## src/source/vector_bus_pkg.sv

```systemverilog
// ================================================
// Bus widths, status word bits and I/O port map
// shared by the glue logic around the 8080 bus
// ================================================
`default_nettype none

package vector_bus_pkg;

    typedef logic [15:0] addr_t;
    typedef logic [7:0]  data_t;
    // Page 0 is main RAM and pages 1 to 4 are the RAM disk
    typedef logic [2:0]  ed_page_t;

    // ================================================
    // Status word bit positions
    localparam int ST_INT_ACK  = 0;
    localparam int ST_WRITE_N  = 1;
    localparam int ST_STACK    = 2;
    localparam int ST_IO_WRITE = 4;
    localparam int ST_IO_READ  = 6;
    localparam int ST_RAM_READ = 7;

    // ================================================
    // Port map on the low address byte
    // Bit write at 04 and whole byte write at 05
    localparam data_t PORT_JOY_CTRL = 8'h04;
    localparam data_t PORT_JOY_P    = 8'h06;
    localparam data_t PORT_COVOX    = 8'h07;
    localparam data_t PORT_JOY_A    = 8'h0E;
    localparam data_t PORT_JOY_B    = 8'h0F;
    localparam data_t PORT_EDISK    = 8'h10;
    // PSG occupies 14 and 15
    localparam data_t PORT_PSG      = 8'h14;

    // Floating bus value
    localparam data_t BUS_IDLE = 8'hFF;

endpackage

`default_nettype wire

```

## src/source/vector_audio_pkg.sv

```systemverilog
// ================================================
// Sample widths and covox start-up lockout for the
// sound path
// ================================================
`default_nettype none

package vector_audio_pkg;

    typedef logic [7:0]  psg_level_t;
    typedef logic [15:0] sample_t;

    // Covox writes are ignored this many cycles after reset
    localparam int COVOX_LOCK_CYCLES = 64;
    localparam int COVOX_LOCK_W      = $clog2(COVOX_LOCK_CYCLES + 1);

endpackage

`default_nettype wire

```

## src/source/bus_control.sv

```systemverilog
// ================================================
// Status word latch, port decode, write pulses and
// read byte select for the processor bus
// ================================================
`timescale 1ns/1ps
`default_nettype none

module bus_control (
    input  wire                    clk_sys,
    input  wire                    reset,
    input  wire vector_bus_pkg::addr_t cpu_addr_i,
    input  wire vector_bus_pkg::data_t cpu_data_i,
    input  wire                    cpu_sync_i,
    input  wire                    cpu_wr_n_i,
    input  wire vector_bus_pkg::data_t ram_data_i,
    input  wire vector_bus_pkg::data_t psg_data_i,
    input  wire vector_bus_pkg::data_t joy_p_i,
    input  wire vector_bus_pkg::data_t joy_pu_i,
    input  wire vector_bus_pkg::data_t joy_a_i,
    input  wire vector_bus_pkg::data_t joy_b_i,
    output vector_bus_pkg::data_t  cpu_din_o,
    output logic                   mem_access_o,
    output logic                   stack_access_o,
    output logic                   edisk_we_o,
    output logic                   joy_we_o,
    output logic                   joy_whole_o,
    output logic                   covox_we_o,
    output logic                   psg_we_o
);
    import vector_bus_pkg::*;

    data_t       status_q;
    logic        sync_q;
    logic        io_wr;
    logic        io_wr_q;
    logic        io_wr_start;
    data_t       port;
    logic        joy_sel;
    logic        psg_sel;
    data_t       io_data;
    logic [3:0]  we_vec;

    // ================================================
    // Status word
    always_ff @(posedge clk_sys) begin
        if (reset) begin
            sync_q   <= 1'b0;
            status_q <= '0;
        end else begin
            sync_q <= cpu_sync_i;
            if (cpu_sync_i && !sync_q)
                status_q <= cpu_data_i;
        end
    end

    assign mem_access_o   = status_q[ST_RAM_READ] | ~status_q[ST_WRITE_N];
    assign stack_access_o = status_q[ST_STACK];

    // ================================================
    // Port decode and write pulses
    assign port    = cpu_addr_i[7:0];
    assign joy_sel = (port[7:1] == PORT_JOY_CTRL[7:1]);
    assign psg_sel = (port[7:1] == PORT_PSG[7:1]);

    assign io_wr = status_q[ST_IO_WRITE] & ~cpu_wr_n_i;

    always_ff @(posedge clk_sys) begin
        if (reset)
            io_wr_q <= 1'b0;
        else
            io_wr_q <= io_wr;
    end

    // Only the first cycle of a write level counts
    assign io_wr_start = io_wr & ~io_wr_q;

    assign edisk_we_o  = io_wr_start & (port == PORT_EDISK);
    assign joy_we_o    = io_wr_start & joy_sel;
    assign joy_whole_o = port[0];
    assign covox_we_o  = io_wr_start & (port == PORT_COVOX);
    assign psg_we_o    = io_wr_start & psg_sel;

    // ================================================
    // Read byte
    always_comb begin
        io_data = BUS_IDLE;
        if (joy_sel) begin
            io_data = '0;
        end else if (psg_sel) begin
            io_data = psg_data_i;
        end else begin
            case (port)
                PORT_JOY_P: io_data = joy_p_i;
                PORT_COVOX: io_data = joy_pu_i;
                PORT_JOY_A: io_data = joy_a_i;
                PORT_JOY_B: io_data = joy_b_i;
                default:    io_data = BUS_IDLE;
            endcase
        end
    end

    always_comb begin
        if (status_q[ST_INT_ACK])
            cpu_din_o = BUS_IDLE;
        else if (status_q[ST_IO_READ])
            cpu_din_o = io_data;
        else
            cpu_din_o = ram_data_i;
    end

    assign we_vec = {edisk_we_o, joy_we_o, covox_we_o, psg_we_o};

    // One target per I/O write
    a_one_pulse: assert property (@(posedge clk_sys) disable iff (reset)
        $onehot0(we_vec));

endmodule

`default_nettype wire

```

## src/source/edisk_mapper.sv

```systemverilog
// ================================================
// RAM-disk page register and address to page map
// ================================================
`timescale 1ns/1ps
`default_nettype none

module edisk_mapper (
    input  wire                        clk_sys,
    input  wire                        reset,
    input  wire                        edisk_we_i,
    input  wire vector_bus_pkg::data_t cpu_data_i,
    input  wire vector_bus_pkg::addr_t cpu_addr_i,
    input  wire                        mem_access_i,
    input  wire                        stack_access_i,
    output vector_bus_pkg::ed_page_t   ed_page_o
);
    import vector_bus_pkg::*;

    data_t ed_reg;
    logic  win_open;
    logic  stack_hit;
    logic  win_hit;

    always_ff @(posedge clk_sys) begin
        if (reset)
            ed_reg <= '0;
        else if (edisk_we_i)
            ed_reg <= cpu_data_i;
    end

    // Window in the upper half, bits 7 and 6 open the outer quarters
    assign win_open = cpu_addr_i[15] &
                      ((cpu_addr_i[14] ^ cpu_addr_i[13]) |
                       (ed_reg[7] & cpu_addr_i[14] & cpu_addr_i[13]) |
                       (ed_reg[6] & ~cpu_addr_i[14] & ~cpu_addr_i[13]));

    assign stack_hit = ed_reg[4] & stack_access_i & mem_access_i;
    assign win_hit   = ed_reg[5] & win_open & mem_access_i;

    // Stack mapping wins over the window
    always_comb begin
        if (stack_hit)
            ed_page_o = {1'b0, ed_reg[3:2]} + 3'd1;
        else if (win_hit)
            ed_page_o = {1'b0, ed_reg[1:0]} + 3'd1;
        else
            ed_page_o = '0;
    end

    a_page_range: assert property (@(posedge clk_sys) disable iff (reset)
        (ed_page_o != '0) |-> (ed_page_o <= 3'd4) && mem_access_i);

endmodule

`default_nettype wire

```

## src/source/joystick_port.sv

```systemverilog
// ================================================
// Joystick port register and the readback bytes of
// ports 06, 07, 0E and 0F
// ================================================
`timescale 1ns/1ps
`default_nettype none

module joystick_port (
    input  wire                        clk_sys,
    input  wire                        reset,
    input  wire                        joy_we_i,
    input  wire                        joy_whole_i,
    input  wire vector_bus_pkg::data_t cpu_data_i,
    input  wire vector_bus_pkg::data_t joy_a_i,
    input  wire vector_bus_pkg::data_t joy_b_i,
    output vector_bus_pkg::data_t      joy_p_o,
    output vector_bus_pkg::data_t      joy_pu_o,
    output vector_bus_pkg::data_t      joy_a_o,
    output vector_bus_pkg::data_t      joy_b_o
);
    import vector_bus_pkg::*;

    data_t joy_reg;
    data_t joy_pu;

    // Active low reorder of one pad, two fixed zeros in the middle
    function automatic data_t pad_order(input data_t raw);
        data_t ordered;
        ordered = {raw[5], raw[4], 2'b00, raw[2], raw[3], raw[1], raw[0]};
        return ~ordered;
    endfunction

    always_ff @(posedge clk_sys) begin
        if (reset) begin
            joy_reg <= '0;
        end else if (joy_we_i) begin
            if (joy_whole_i)
                joy_reg <= cpu_data_i;
            else if (!cpu_data_i[7])
                joy_reg[cpu_data_i[3:1]] <= cpu_data_i[0];
        end
    end

    assign joy_a_o = pad_order(joy_a_i);
    assign joy_b_o = pad_order(joy_b_i);

    // Both pads merged, active high
    assign joy_pu   = joy_a_i | joy_b_i;
    assign joy_pu_o = {joy_pu[3], joy_pu[0], joy_pu[2], joy_pu[1],
                       joy_pu[4], joy_pu[5], 2'b00};

    always_comb begin
        case (joy_reg[6:5])
            2'd0:    joy_p_o = joy_a_o & joy_b_o;
            2'd1:    joy_p_o = joy_a_o;
            2'd2:    joy_p_o = joy_b_o;
            default: joy_p_o = '1;
        endcase
    end

endmodule

`default_nettype wire

```

## src/source/covox_dac.sv

```systemverilog
// ================================================
// Covox DAC register with a write lockout after reset
// ================================================
`timescale 1ns/1ps
`default_nettype none

module covox_dac (
    input  wire                        clk_sys,
    input  wire                        reset,
    input  wire                        covox_we_i,
    input  wire vector_bus_pkg::data_t cpu_data_i,
    output vector_bus_pkg::data_t      covox_o
);
    import vector_audio_pkg::*;

    logic [COVOX_LOCK_W-1:0] lock_cnt;
    logic                    locked;

    assign locked = (lock_cnt != '0);

    // Lockout counter runs down once and then stays at zero
    always_ff @(posedge clk_sys) begin
        if (reset)
            lock_cnt <= COVOX_LOCK_W'(COVOX_LOCK_CYCLES);
        else if (locked)
            lock_cnt <= lock_cnt - 1'b1;
    end

    always_ff @(posedge clk_sys) begin
        if (reset)
            covox_o <= '0;
        else if (covox_we_i && !locked)
            covox_o <= cpu_data_i;
    end

    a_lockout: assert property (@(posedge clk_sys) disable iff (reset)
        locked |=> $stable(covox_o));

endmodule

`default_nettype wire

```

## src/source/audio_mixer.sv

```systemverilog
// ================================================
// Registered left/right mix of PSG, beeper and covox
// ================================================
`timescale 1ns/1ps
`default_nettype none

module audio_mixer (
    input  wire                              clk_sys,
    input  wire                              reset,
    input  wire vector_audio_pkg::psg_level_t psg_a_i,
    input  wire vector_audio_pkg::psg_level_t psg_b_i,
    input  wire vector_audio_pkg::psg_level_t psg_c_i,
    input  wire [5:0]                        psg_active_i,
    input  wire [2:0]                        tone_i,
    input  wire vector_bus_pkg::data_t       covox_i,
    output vector_audio_pkg::sample_t        left_o,
    output vector_audio_pkg::sample_t        right_o
);

    logic [1:0]  beeper;
    // Largest sum is 3*256 + 2*255, which fits in 11 bits
    logic [10:0] mix_l;
    logic [10:0] mix_r;

    assign beeper = 2'(tone_i[0]) + 2'(tone_i[1]) + 2'(tone_i[2]);

    always_comb begin
        if (|psg_active_i) begin
            mix_l = (11'(psg_a_i) << 1) + 11'(psg_b_i) + (11'(beeper) << 7);
            mix_r = (11'(psg_c_i) << 1) + 11'(psg_b_i) + (11'(beeper) << 7);
        end else begin
            mix_l = (11'(beeper) << 8) + (11'(covox_i) << 1);
            mix_r = mix_l;
        end
    end

    // Scale by 32 into the 16-bit sample
    always_ff @(posedge clk_sys) begin
        if (reset) begin
            left_o  <= '0;
            right_o <= '0;
        end else begin
            left_o  <= {mix_l, 5'd0};
            right_o <= {mix_r, 5'd0};
        end
    end

endmodule

`default_nettype wire

```

## src/source/vector_glue_top.sv

```systemverilog
// ================================================
// Top of the I/O glue between the processor bus and
// the small peripherals
// ================================================
`timescale 1ns/1ps
`default_nettype none

module vector_glue_top (
    input  wire                               clk_sys,
    input  wire                               reset,
    input  wire vector_bus_pkg::addr_t        cpu_addr_i,
    input  wire vector_bus_pkg::data_t        cpu_data_i,
    input  wire                               cpu_sync_i,
    input  wire                               cpu_wr_n_i,
    input  wire vector_bus_pkg::data_t        ram_data_i,
    input  wire vector_bus_pkg::data_t        psg_data_i,
    input  wire vector_audio_pkg::psg_level_t psg_a_i,
    input  wire vector_audio_pkg::psg_level_t psg_b_i,
    input  wire vector_audio_pkg::psg_level_t psg_c_i,
    input  wire [5:0]                         psg_active_i,
    input  wire [2:0]                         tone_i,
    input  wire vector_bus_pkg::data_t        joy_a_i,
    input  wire vector_bus_pkg::data_t        joy_b_i,
    output vector_bus_pkg::data_t             cpu_din_o,
    output vector_bus_pkg::ed_page_t          ed_page_o,
    output vector_audio_pkg::sample_t         left_o,
    output vector_audio_pkg::sample_t         right_o
);
    import vector_bus_pkg::*;

    logic  mem_access;
    logic  stack_access;
    logic  edisk_we;
    logic  joy_we;
    logic  joy_whole;
    logic  covox_we;
    data_t joy_p;
    data_t joy_pu;
    data_t joy_a;
    data_t joy_b;
    data_t covox;

    // PSG write strobe is left open since the PSG core lives outside
    bus_control i_bus_control (
        .clk_sys        (clk_sys),
        .reset          (reset),
        .cpu_addr_i     (cpu_addr_i),
        .cpu_data_i     (cpu_data_i),
        .cpu_sync_i     (cpu_sync_i),
        .cpu_wr_n_i     (cpu_wr_n_i),
        .ram_data_i     (ram_data_i),
        .psg_data_i     (psg_data_i),
        .joy_p_i        (joy_p),
        .joy_pu_i       (joy_pu),
        .joy_a_i        (joy_a),
        .joy_b_i        (joy_b),
        .cpu_din_o      (cpu_din_o),
        .mem_access_o   (mem_access),
        .stack_access_o (stack_access),
        .edisk_we_o     (edisk_we),
        .joy_we_o       (joy_we),
        .joy_whole_o    (joy_whole),
        .covox_we_o     (covox_we),
        .psg_we_o       ()
    );

    edisk_mapper i_edisk_mapper (
        .clk_sys        (clk_sys),
        .reset          (reset),
        .edisk_we_i     (edisk_we),
        .cpu_data_i     (cpu_data_i),
        .cpu_addr_i     (cpu_addr_i),
        .mem_access_i   (mem_access),
        .stack_access_i (stack_access),
        .ed_page_o      (ed_page_o)
    );

    joystick_port i_joystick_port (
        .clk_sys     (clk_sys),
        .reset       (reset),
        .joy_we_i    (joy_we),
        .joy_whole_i (joy_whole),
        .cpu_data_i  (cpu_data_i),
        .joy_a_i     (joy_a_i),
        .joy_b_i     (joy_b_i),
        .joy_p_o     (joy_p),
        .joy_pu_o    (joy_pu),
        .joy_a_o     (joy_a),
        .joy_b_o     (joy_b)
    );

    covox_dac i_covox_dac (
        .clk_sys    (clk_sys),
        .reset      (reset),
        .covox_we_i (covox_we),
        .cpu_data_i (cpu_data_i),
        .covox_o    (covox)
    );

    audio_mixer i_audio_mixer (
        .clk_sys      (clk_sys),
        .reset        (reset),
        .psg_a_i      (psg_a_i),
        .psg_b_i      (psg_b_i),
        .psg_c_i      (psg_c_i),
        .psg_active_i (psg_active_i),
        .tone_i       (tone_i),
        .covox_i      (covox),
        .left_o       (left_o),
        .right_o      (right_o)
    );

endmodule

`default_nettype wire

```

## config.mk

```make
export PLATFORM = sky130hd
export DESIGN_NAME = vector_glue_top
export DESIGN_NICKNAME = d
export VERILOG_FILES = /design/src/source/vector_bus_pkg.sv /design/src/source/vector_audio_pkg.sv /design/src/source/bus_control.sv /design/src/source/edisk_mapper.sv /design/src/source/joystick_port.sv /design/src/source/covox_dac.sv /design/src/source/audio_mixer.sv /design/src/source/vector_glue_top.sv
export SDC_FILE = /design/constraint.sdc
export NUM_CORES = 1
export LEC_CHECK = 0
export BUFFER_PORTS_ARGS = -buffer_cell sky130_fd_sc_hd__buf_2
export CELL_PAD_IN_SITES_DETAIL_PLACEMENT = 1
export CELL_PAD_IN_SITES_GLOBAL_PLACEMENT = 1
export CORE_MARGIN = 5
export CORE_UTILIZATION = 40
export DETAILED_ROUTE_END_ITERATION = 16
export PLACE_DENSITY_LB_ADDON = 0.1
export SYNTH_ARGS = -nofsm -noshare
export SYNTH_HDL_FRONTEND = slang
export SYNTH_HIERARCHICAL = 1
export SYNTH_SLANG_ARGS = --single-unit
export TNS_END_PERCENT = 1
```

## constraint.sdc

```tcl
create_clock -name clk_sys -period 7.2 [get_ports clk_sys]
set_input_delay 0.36 -clock clk_sys [delete_from_list [all_inputs] [get_ports clk_sys]]
set_output_delay 0.36 -clock clk_sys [all_outputs]
set_load 0.05 [all_outputs]
```

==> results of run 1 <==
final cells by class:
cell class                      count  area, um2  area share, %
Clock buffer                        6      72.57          1.557
Tap cell                          133      166.4          3.570
Sequential cell                    54       1081          23.19
Multi-Input combinational cell    376       2608          55.95
Timing Repair Buffer              118      595.6          12.78
Clock inverter                      2      17.52         0.3758
Inverter                           32      120.1          2.577
worst min path at each step:
| stage | end | startpoint | cells past startpoint |
|---|---|---|---|
| CTS | i_audio_mixer/right_o[5]$_SDFF_PP0_ | psg_b_i[0] | 2 |
| finish | i_audio_mixer/right_o[5]$_SDFF_PP0_ | psg_b_i[0] | 2 |
| floorplan | i_joystick_port/joy_reg[5]$_SDFFE_PP0P_ | reset | 1 |
| global route | i_audio_mixer/right_o[5]$_SDFF_PP0_ | psg_b_i[0] | 2 |
| global placement | i_bus_control/io_wr_q$_SDFF_PP0_ | i_bus_control/status_q[4]$_SDFFE_PP0P_ | 2 |
| detailed placement | i_bus_control/io_wr_q$_SDFF_PP0_ | i_bus_control/status_q[4]$_SDFFE_PP0P_ | 2 |
metal layers:
metal	share of wire, %	routed length (um)	global-route usage (%)	up-vias
met5	0	0	0	-
met4	0.44	53	4.837	0
met3	6.1	740	2.796	4
met2	50	6053	34.97	88
met1	43	5209	24.35	1895
li1	-	-	-	1932
placed cells by master (no fill, tap or decap), types with 5 or more instances in the layout:
master                     count
sky130_fd_sc_hd__conb_1       18
sky130_fd_sc_hd__nor2_1       45
sky130_fd_sc_hd__clkbuf_8      5
sky130_fd_sc_hd__a41oi_1       8
sky130_fd_sc_hd__ha_1         29
sky130_fd_sc_hd__nor3_1        8
sky130_fd_sc_hd__buf_2       116
sky130_fd_sc_hd__a31oi_1       9
sky130_fd_sc_hd__dfxtp_1      54
sky130_fd_sc_hd__nand4_1      10
sky130_fd_sc_hd__and3_1        6
sky130_fd_sc_hd__or3_1         6
sky130_fd_sc_hd__fa_1          5
sky130_fd_sc_hd__o21ai_0      22
sky130_fd_sc_hd__nand2_1      43
sky130_fd_sc_hd__nand3b_1      9
sky130_fd_sc_hd__a21oi_1      36
sky130_fd_sc_hd__mux2i_1      20
sky130_fd_sc_hd__inv_1        30
sky130_fd_sc_hd__a22oi_1       6
sky130_fd_sc_hd__a211oi_1     11
power breakdown:
part / leakage, nW / switching [mW] / internal (mW)
Clock: 0.0458 / 0.108 / 0.0710
Combinational: 1.69 / 0.265 / 0.147
Sequential: 0.443 / 0.0295 / 0.335
Total: 2.18 / 0.403 / 0.552
worst max-delay path, stage by stage:
cell,delay (ps)
sky130_fd_sc_hd__buf_2,100
sky130_fd_sc_hd__ha_1,250
sky130_fd_sc_hd__fa_1,440
sky130_fd_sc_hd__a211oi_1,320
sky130_fd_sc_hd__o21ai_0,170
sky130_fd_sc_hd__a21oi_1,200
sky130_fd_sc_hd__xnor2_1,140
sky130_fd_sc_hd__ha_1,190
sky130_fd_sc_hd__inv_1,50
sky130_fd_sc_hd__fa_1,380
sky130_fd_sc_hd__or3_1,380
sky130_fd_sc_hd__o221ai_1,160
==> metrics.json, run 1 <==
{
  "place.detailed.hpwl_um": 9533,
  "cts.path.max_buffers": 2,
  "ctsHtreeMaxLevel": 2,
  "postCtsResizedCells": 0,
  "filler_cell_count": 1270,
  "detailroute.via_count": 3919,
  "fin_total_pwr_uw": 954.9,
  "routedWlPerCell_um": 16.72,
  "timing.reg2reg.setup_slack_ps": 5290,
  "startpoint_type": "primary input",
  "whs_ps": 276.3,
  "worst_hold_path_type": "in -> reg",
  "worst_pin_slew_ps": 749.9,
  "cts.sinks": 54,
  "dpl.cell_count": 713,
  "finalMaxSlewViolations": 0,
  "drv.max_cap_violation_count": 0,
  "fin_setup_tns_ps": 0,
  "min_period_ps": 2915,
  "grt_util_all_layers_pct": 19.44,
  "top_level_ports": 136,
  "registers.top_by_ff_count": "i_audio_mixer/right_o",
  "setup.worst_path.class": "in -> reg",
  "finalWorstSetupSlack_ps": 4285,
  "dpl-instance-area_um2": 4571,
  "maximum_number_of_pins_on_one_net_before_global_route_repair": 58,
  "post_synthesis_cell_area_um2": 4030,
  "drt-initial-drc-count": 138,
  "hold_buffers": 0,
  "cts_root_buf": "sky130_fd_sc_hd__clkbuf_8",
  "leakagePower_nw": 2.179,
  "via_count_of_the_first_global_routing_pass": 3957,
  "power.density_nw_per_um2": 204.9,
  "worst_setup_path_end_kind": "flip-flop",
  "worstPathArrival_ps": 3140,
  "dieWidth_um": 110.4,
  "fp.dieArea_um2": 12180,
  "globalplace.congestion": 0.8161,
  "critPathMaxFanout": 3,
  "max_freq_mhz": 343.0,
  "clock_pin_slew_on_the_worst_setup_and_hold_paths_ps": 100,
  "ir_drop_uv": 163.3,
  "core-area_um2": 9819,
  "area_growth_pct": 15.65,
  "fin_clk_skew_ps": 6.691,
  "rsz_0062_raised_after_global_routing": "false",
  "drive_above_1_share_pct": 24.49,
  "drt-vias-per-instance": 5.436,
  "total_non_filler_cell_area_in_the_finished_layout_um2": 4661,
  "firstDrtPassIters": 4,
  "placementRows": 36,
  "num_antenna_cells": 0,
  "netlist_instances": 492,
  "drtAntennaViolNets": 0,
  "grt_pass1_wl_um": 18730,
  "drc_errors": 0,
  "gr-total-overflow": 0,
  "final_core_density_pct": 47.46,
  "final_setup_violation_count": 0,
  "nNetsFinal": 714,
  "place.port_buffers": 116,
  "initial_core_util_pct": 41.04,
  "run_status": "complete, no violations",
  "largest_reg_flops": 11,
  "crit_end": "i_audio_mixer/left_o[14]$_SDFF_PP0_",
  "drt_wl_total_um": 12060,
  "reg.largest.list": "i_audio_mixer/right_o: 11 flops, i_audio_mixer/left_o: 10 flops",
  "synth_area_per_cell_um2": 8.191,
  "preCtsSetupSlack_ps": 3974,
  "antenna_found_initial": 0,
  "reg2reg_to": "i_covox_dac/covox_o[4]$_SDFFE_PP0P_",
  "worst_reg2reg_path_depth": 7,
  "insertion_delay_ps": 310,
  "fp.dieH_um": 110.4,
  "fin_cells": 721,
  "worst_slew_margin_rel_pct": 50.01,
  "post-cts-setup-buffer-count": 0,
  "rr_startpoint": "i_bus_control/status_q[4]$_SDFFE_PP0P_",
  "report.final.hold_viol_count": 0,
  "numCtsBuffers": 5,
  "layout_worst_path_cycle_share_pct": 40.49,
  "yosys_warnings": 6,
  "cts_tree": "yes",
  "critical_path_required_time_ps": 7430,
  "setup.worst_path.start": "psg_a_i[0]"
}
No activity file was read; power rests on OpenSTA's default activity.
==> run 2: changes to the inputs <==
--- a/config.mk
+++ b/config.mk
@@ -9,7 +9,7 @@
 export CELL_PAD_IN_SITES_DETAIL_PLACEMENT = 1
 export CELL_PAD_IN_SITES_GLOBAL_PLACEMENT = 1
 export CORE_MARGIN = 5
-export CORE_UTILIZATION = 40
+export CORE_UTILIZATION = 37
 export DETAILED_ROUTE_END_ITERATION = 16
 export PLACE_DENSITY_LB_ADDON = 0.1
 export SYNTH_ARGS = -nofsm -noshare
==> constraint.sdc (replaced) <==
create_clock -name clk_sys -period 2.75 [get_ports clk_sys]
set_input_delay 0.1375 -clock clk_sys [delete_from_list [all_inputs] [get_ports clk_sys]]
set_output_delay 0.1375 -clock clk_sys [all_outputs]
set_load 0.05 [all_outputs]
==> metrics.json, run 2 (synthesis gave the netlist of run 1 again) <==
{
  "registers.top_by_ff_count": "i_audio_mixer/right_o",
  "worst_slew_margin_rel_pct": 48.15,
  "clock_pin_slew_on_the_worst_setup_and_hold_paths_ps": 100,
  "critPathMaxFanout": 2,
  "leakagePower_nw": 2.247,
  "dieWidth_um": 114.4,
  "fin_clk_skew_ps": 14.01,
  "drv.max_cap_violation_count": 0,
  "antenna_found_initial": 0,
  "routedWlPerCell_um": 16.47,
  "drc_errors": 0,
  "grt_pass1_wl_um": 19950,
  "report.final.hold_viol_count": 0,
  "reg.largest.list": "i_audio_mixer/right_o: 11 flops, i_audio_mixer/left_o: 10 flops",
  "globalplace.congestion": 0.8246,
  "drt-vias-per-instance": 5.383,
  "layout_worst_path_cycle_share_pct": 93.61,
  "preCtsSetupSlack_ps": -211.1,
  "finalWorstSetupSlack_ps": 175.6,
  "hold_buffers": 0,
  "detailroute.via_count": 3962,
  "core-area_um2": 10750,
  "nNetsFinal": 722,
  "drtAntennaViolNets": 0,
  "drive_above_1_share_pct": 25.84,
  "finalMaxSlewViolations": 0,
  "post-cts-setup-buffer-count": 0,
  "firstDrtPassIters": 4,
  "maximum_number_of_pins_on_one_net_before_global_route_repair": 38,
  "cts_root_buf": "sky130_fd_sc_hd__clkbuf_8",
  "worst_setup_path_end_kind": "flip-flop",
  "drt-initial-drc-count": 227,
  "layout.cells.most_common_list": "sky130_fd_sc_hd__buf_2, sky130_fd_sc_hd__dfxtp_1, sky130_fd_sc_hd__nor2_1, sky130_fd_sc_hd__nand2_1, sky130_fd_sc_hd__a21oi_1",
  "initial_core_util_pct": 37.51,
  "ir_drop_uv": 416.9,
  "run_status": "complete, no violations",
  "max_freq_mhz": 388.4,
  "cts.path.max_buffers": 2,
  "place.detailed.hpwl_um": 9699,
  "ctsHtreeMaxLevel": 2,
  "layout.cells.most_common": "sky130_fd_sc_hd__buf_2",
  "power.density_nw_per_um2": 565.7,
  "worstPathArrival_ps": 2820,
  "num_antenna_cells": 0,
  "worst_pin_slew_ps": 776.2,
  "via_count_of_the_first_global_routing_pass": 4124,
  "worst_hold_path_type": "in -> reg",
  "fp.dieH_um": 114.4,
  "final_core_density_pct": 44.55,
  "grt_util_all_layers_pct": 18.65,
  "cts.sinks": 54,
  "startpoint_type": "primary input",
  "insertion_delay_ps": 320,
  "place.port_buffers": 116,
  "setup.worst_path.class": "in -> reg",
  "postCtsResizedCells": 0,
  "largest_reg_flops": 11,
  "dpl.cell_count": 728,
  "final_setup_violation_count": 0,
  "cts_tree": "yes",
  "fp.dieArea_um2": 13080,
  "numCtsBuffers": 5,
  "critical_path_required_time_ps": 3000,
  "area_growth_pct": 18.78,
  "top_level_ports": 136,
  "placementRows": 38,
  "fin_cells": 736,
  "fin_setup_tns_ps": 0,
  "gr-total-overflow": 0,
  "rsz_0062_raised_after_global_routing": "false",
  "min_period_ps": 2574,
  "drt_wl_total_um": 12120
}
run 2: power breakdown:
part / switching (mW) / internal [mW]
clock: 0.279 / 0.389
sequential: 0.0747 / 0.876
combinational: 0.699 / 0.391
run 2: path summary, 6_finish.rpt:
kind | startpoint | end | slack (ps) | depth (start not counted)
min reg2reg | i_bus_control/status_q[4]$_SDFFE_PP0P_ | i_bus_control/io_wr_q$_SDFF_PP0_ | 490 | 2
min | psg_b_i[0] | i_audio_mixer/right_o[5]$_SDFF_PP0_ | 40 | 2
max | psg_a_i[0] | i_audio_mixer/left_o[14]$_SDFF_PP0_ | 180 | 12
max reg2reg | i_covox_dac/lock_cnt[0]$_SDFFE_PP0P_ | i_covox_dac/lock_cnt[1]$_SDFFE_PP0P_ | 940 | 5
run 2: per-layer routing:
metal | share of wire [%] | global-route usage [%] | vias up
met3 | 5.2 | 3.171 | 14
met1 | 45 | 24.00 | 1914
li1 | - | - | 1942
met4 | 1.5 | 4.592 | 0
met2 | 49 | 32.44 | 92
met5 | 0 | 0 | -
run 2: worst max-delay path, stage by stage:
cell and delay, ps:
sky130_fd_sc_hd__buf_2 100, sky130_fd_sc_hd__ha_1 210, sky130_fd_sc_hd__fa_1 420, sky130_fd_sc_hd__a211oi_2 260, sky130_fd_sc_hd__o21ai_0 150, sky130_fd_sc_hd__a21oi_1 210
sky130_fd_sc_hd__xnor2_1 150, sky130_fd_sc_hd__ha_1 190, sky130_fd_sc_hd__inv_1 60, sky130_fd_sc_hd__fa_1 380, sky130_fd_sc_hd__or3_1 370, sky130_fd_sc_hd__o221ai_1 170
run 2: area by class of cell:
cell class / instances / area, um2
multi-input cells: 376 / 2613
flip-flops and latches: 54 / 1081
inverters: 32 / 120.1
repair buffers: 126 / 655.6
clock inverters: 2 / 60.06
clock buffers: 6 / 82.58
fillers: 1374 / 5958
well taps: 140 / 175.2
run 2: per-stage QoR:
step	hold slack, ps	area [um2]	power, mW
after floorplan	206.4	4086	1.781
after global placement	363.3	4639	2.018
after detailed placement	379.9	4639	2.057
after CTS	35.02	4782	2.735
after global routing	42.43	4787	2.888
final	41.40	4787	2.708
==> run 3: changes to the inputs <==
--- a/config.mk
+++ b/config.mk
@@ -5,12 +5,13 @@
 export SDC_FILE = /design/constraint.sdc
 export NUM_CORES = 1
 export LEC_CHECK = 0
-export BUFFER_PORTS_ARGS = -buffer_cell sky130_fd_sc_hd__buf_2
 export CELL_PAD_IN_SITES_DETAIL_PLACEMENT = 1
 export CELL_PAD_IN_SITES_GLOBAL_PLACEMENT = 1
 export CORE_MARGIN = 5
-export CORE_UTILIZATION = 37
+export CORE_UTILIZATION = 45
+export CTS_CLUSTER_DIAMETER = 100
 export DETAILED_ROUTE_END_ITERATION = 16
+export DONT_BUFFER_PORTS = 1
 export PLACE_DENSITY_LB_ADDON = 0.1
 export SYNTH_ARGS = -nofsm -noshare
 export SYNTH_HDL_FRONTEND = slang
==> metrics.json, run 3 (synthesis gave the netlist of run 1 again) <==
{
  "via_count_of_the_first_global_routing_pass": 3771,
  "layout.cells.most_common": "sky130_fd_sc_hd__dfxtp_1",
  "top_level_ports": 136,
  "numCtsBuffers": 5,
  "p_int_mw": 1.400,
  "critical_path_buf_inv_count": 1,
  "final_setup_violation_count": 0,
  "total_non_filler_cell_area_in_the_finished_layout_um2": 4274,
  "power.density_nw_per_um2": 564.1,
  "final_core_density_pct": 49.01,
  "firstDrtPassIters": 4,
  "run_status": "complete, no violations",
  "clock_pin_slew_on_the_worst_setup_and_hold_paths_ps": 100,
  "p_sw_share_pct": 41.94,
  "fp.dieArea_um2": 10950,
  "layout_worst_path_cycle_share_pct": 92.83,
  "drc_errors": 0,
  "drtAntennaViolNets": 0,
  "dpl-instance-area_um2": 4034,
  "insertion_delay_ps": 310,
  "dieWidth_um": 104.6,
  "fp.dieH_um": 104.6,
  "cts_root_buf": "sky130_fd_sc_hd__clkbuf_8",
  "place.detailed.hpwl_um": 8899,
  "report.final.hold_viol_count": 0,
  "grt_util_all_layers_pct": 21.15,
  "power_frac_seq_pct": 45.9,
  "routedWlPerCell_um": 19.70,
  "cts.sinks": 54,
  "nNetsFinal": 622,
  "cp_cell_sequence": "ha_1 > fa_1 > a211oi_1 > o21ai_0 > a21oi_1 > xnor2_1 > ha_1 > inv_1 > fa_1 > or3_1 > o221ai_1",
  "area_growth_pct": 6.054,
  "placementRows": 34,
  "ir_drop_uv": 466.2,
  "drt_wl_total_um": 11900,
  "grt_pass1_wl_um": 19460,
  "drt-vias-per-instance": 5.945,
  "drv.max_cap_violation_count": 0,
  "hold_buffers": 13,
  "cts_tree": "yes",
  "detailroute.via_count": 3591,
  "power_frac_comb_pct": 34.7,
  "worstPathArrival_ps": 2780,
  "startpoint_type": "primary input",
  "drive_above_1_share_pct": 7.863,
  "worst_reg2reg_path_depth": 7,
  "gr-total-overflow": 0,
  "core-area_um2": 8721,
  "p_switching_mw": 1.011,
  "num_antenna_cells": 0,
  "worst_hold_path_type": "in -> reg",
  "hold_depth": 2,
  "critical_path.max_stage_delay_ps": 410,
  "drt-initial-drc-count": 130,
  "setup.worst_path.class": "in -> reg",
  "rsz_0062_raised_after_global_routing": "false",
  "ctsHtreeMaxLevel": 2,
  "initial_core_util_pct": 46.21,
  "filler_cell_count": 1074,
  "worst_setup_path_end_kind": "flip-flop",
  "critPathMaxFanout": 2,
  "leakagePower_nw": 1.816,
  "worst_pin_slew_ps": 1058,
  "finalMaxSlewViolations": 0,
  "globalplace.congestion": 0.8147,
  "post-cts-setup-buffer-count": 0,
  "antenna_found_initial": 0,
  "place.port_buffers": 0,
  "min_period_ps": 2553,
  "cts.path.max_buffers": 2,
  "postCtsResizedCells": 0,
  "max_freq_mhz": 391.7,
  "critical_path_required_time_ps": 2970,
  "maximum_number_of_pins_on_one_net_before_global_route_repair": 50,
  "clockPowerShare_pct": 19.3,
  "registers.top_by_ff_count": "i_audio_mixer/right_o",
  "cell_type_group_with_the_largest_total_delay_on_the_critical_path": "adder cells",
  "reg.largest.list": "i_audio_mixer/right_o: 11 flops, i_audio_mixer/left_o: 10 flops",
  "worst_slew_margin_rel_pct": 29.71,
  "crit_cells": 11,
  "timing.critical_path.slowest_stage_cell": "sky130_fd_sc_hd__fa_1",
  "fin_clk_skew_ps": 15.17,
  "layout.cells.most_common_list": "sky130_fd_sc_hd__dfxtp_1, sky130_fd_sc_hd__nor2_1, sky130_fd_sc_hd__nand2_1, sky130_fd_sc_hd__a21oi_1, sky130_fd_sc_hd__inv_1",
  "largest_reg_flops": 11
}
## run 3: cell types whose count changed in the layout (fill, tap and decap cells not counted), sizes merged
| cell | change |
|---|---|
| buf | -113 |
| bufinv | -2 |
| clkinv | +1 |
| dlygate4sd3 | +13 |
| inv | +1 |
## run 3: power groups by stage
stage / registers, mW / clock network, mW / logic [mW]
floorplan: 1.09 / 0 / 0.688
global placement: 1.12 / 0 / 0.758
detailed placement: 1.13 / 0 / 0.786
CTS: 1.11 / 0.487 / 0.826
global route: 1.12 / 0.523 / 0.929
finish: 1.11 / 0.466 / 0.838
## run 3: worst register-to-register path, stage by stage, from the launching register on
cell,delay (ps)
sky130_fd_sc_hd__dfxtp_1,350
sky130_fd_sc_hd__nand2b_1,70
sky130_fd_sc_hd__or2_2,280
sky130_fd_sc_hd__nor2_1,120
sky130_fd_sc_hd__and3_1,500
sky130_fd_sc_hd__mux2i_1,260
sky130_fd_sc_hd__nor2_1,60
sky130_fd_sc_hd__dlygate4sd3_1,570
## run 3: stage by stage
stage	total power, mW	std cells	hold WS (ps)	worst slack [ps]	setup TNS, ps
finish	2.411	604	11.93	197.2	0
global route	2.577	604	10.14	36.54	0
CTS	2.422	603	0.7182	195.7	0
detailed placement	1.914	582	219.5	-110.8	-110.8
global placement	1.881	582	217.0	-8.310	-8.310
floorplan	1.781	507	206.4	146.7	0
## run 3: final timing paths
| check | from | endpoint | slack, ps |
|---|---|---|---|
| worst max register to register | i_bus_control/status_q[4]$_SDFFE_PP0P_ | i_edisk_mapper/ed_reg[2]$_SDFFE_PP0P_ | 450 |
| worst min-delay path | cpu_data_i[6] | i_covox_dac/covox_o[6]$_SDFFE_PP0P_ | 10 |
| worst min register to register | i_covox_dac/covox_o[0]$_SDFFE_PP0P_ | i_covox_dac/covox_o[0]$_SDFFE_PP0P_ | 490 |
| worst max-delay path | psg_a_i[0] | i_audio_mixer/left_o[14]$_SDFF_PP0_ | 200 |
## run 3: routing by layer
layer  share of wire [%]  global-route usage [%]
met5                   0                       0
met4                0.74                   4.475
met3                 7.0                   5.425
met2                  49                   35.70
met1                  44                   27.37
## run 3: cell type report
cell class	count	area (um2)	share of cell area, %
Multi-Input combinational cell	376	2608	61.01
Timing Repair Buffer	26	240.2	5.621
Tap cell	108	135.1	3.162
Clock inverter	2	17.52	0.4098
Inverter	32	120.1	2.810
Clock buffer	6	72.57	1.698
Sequential cell	54	1081	25.29
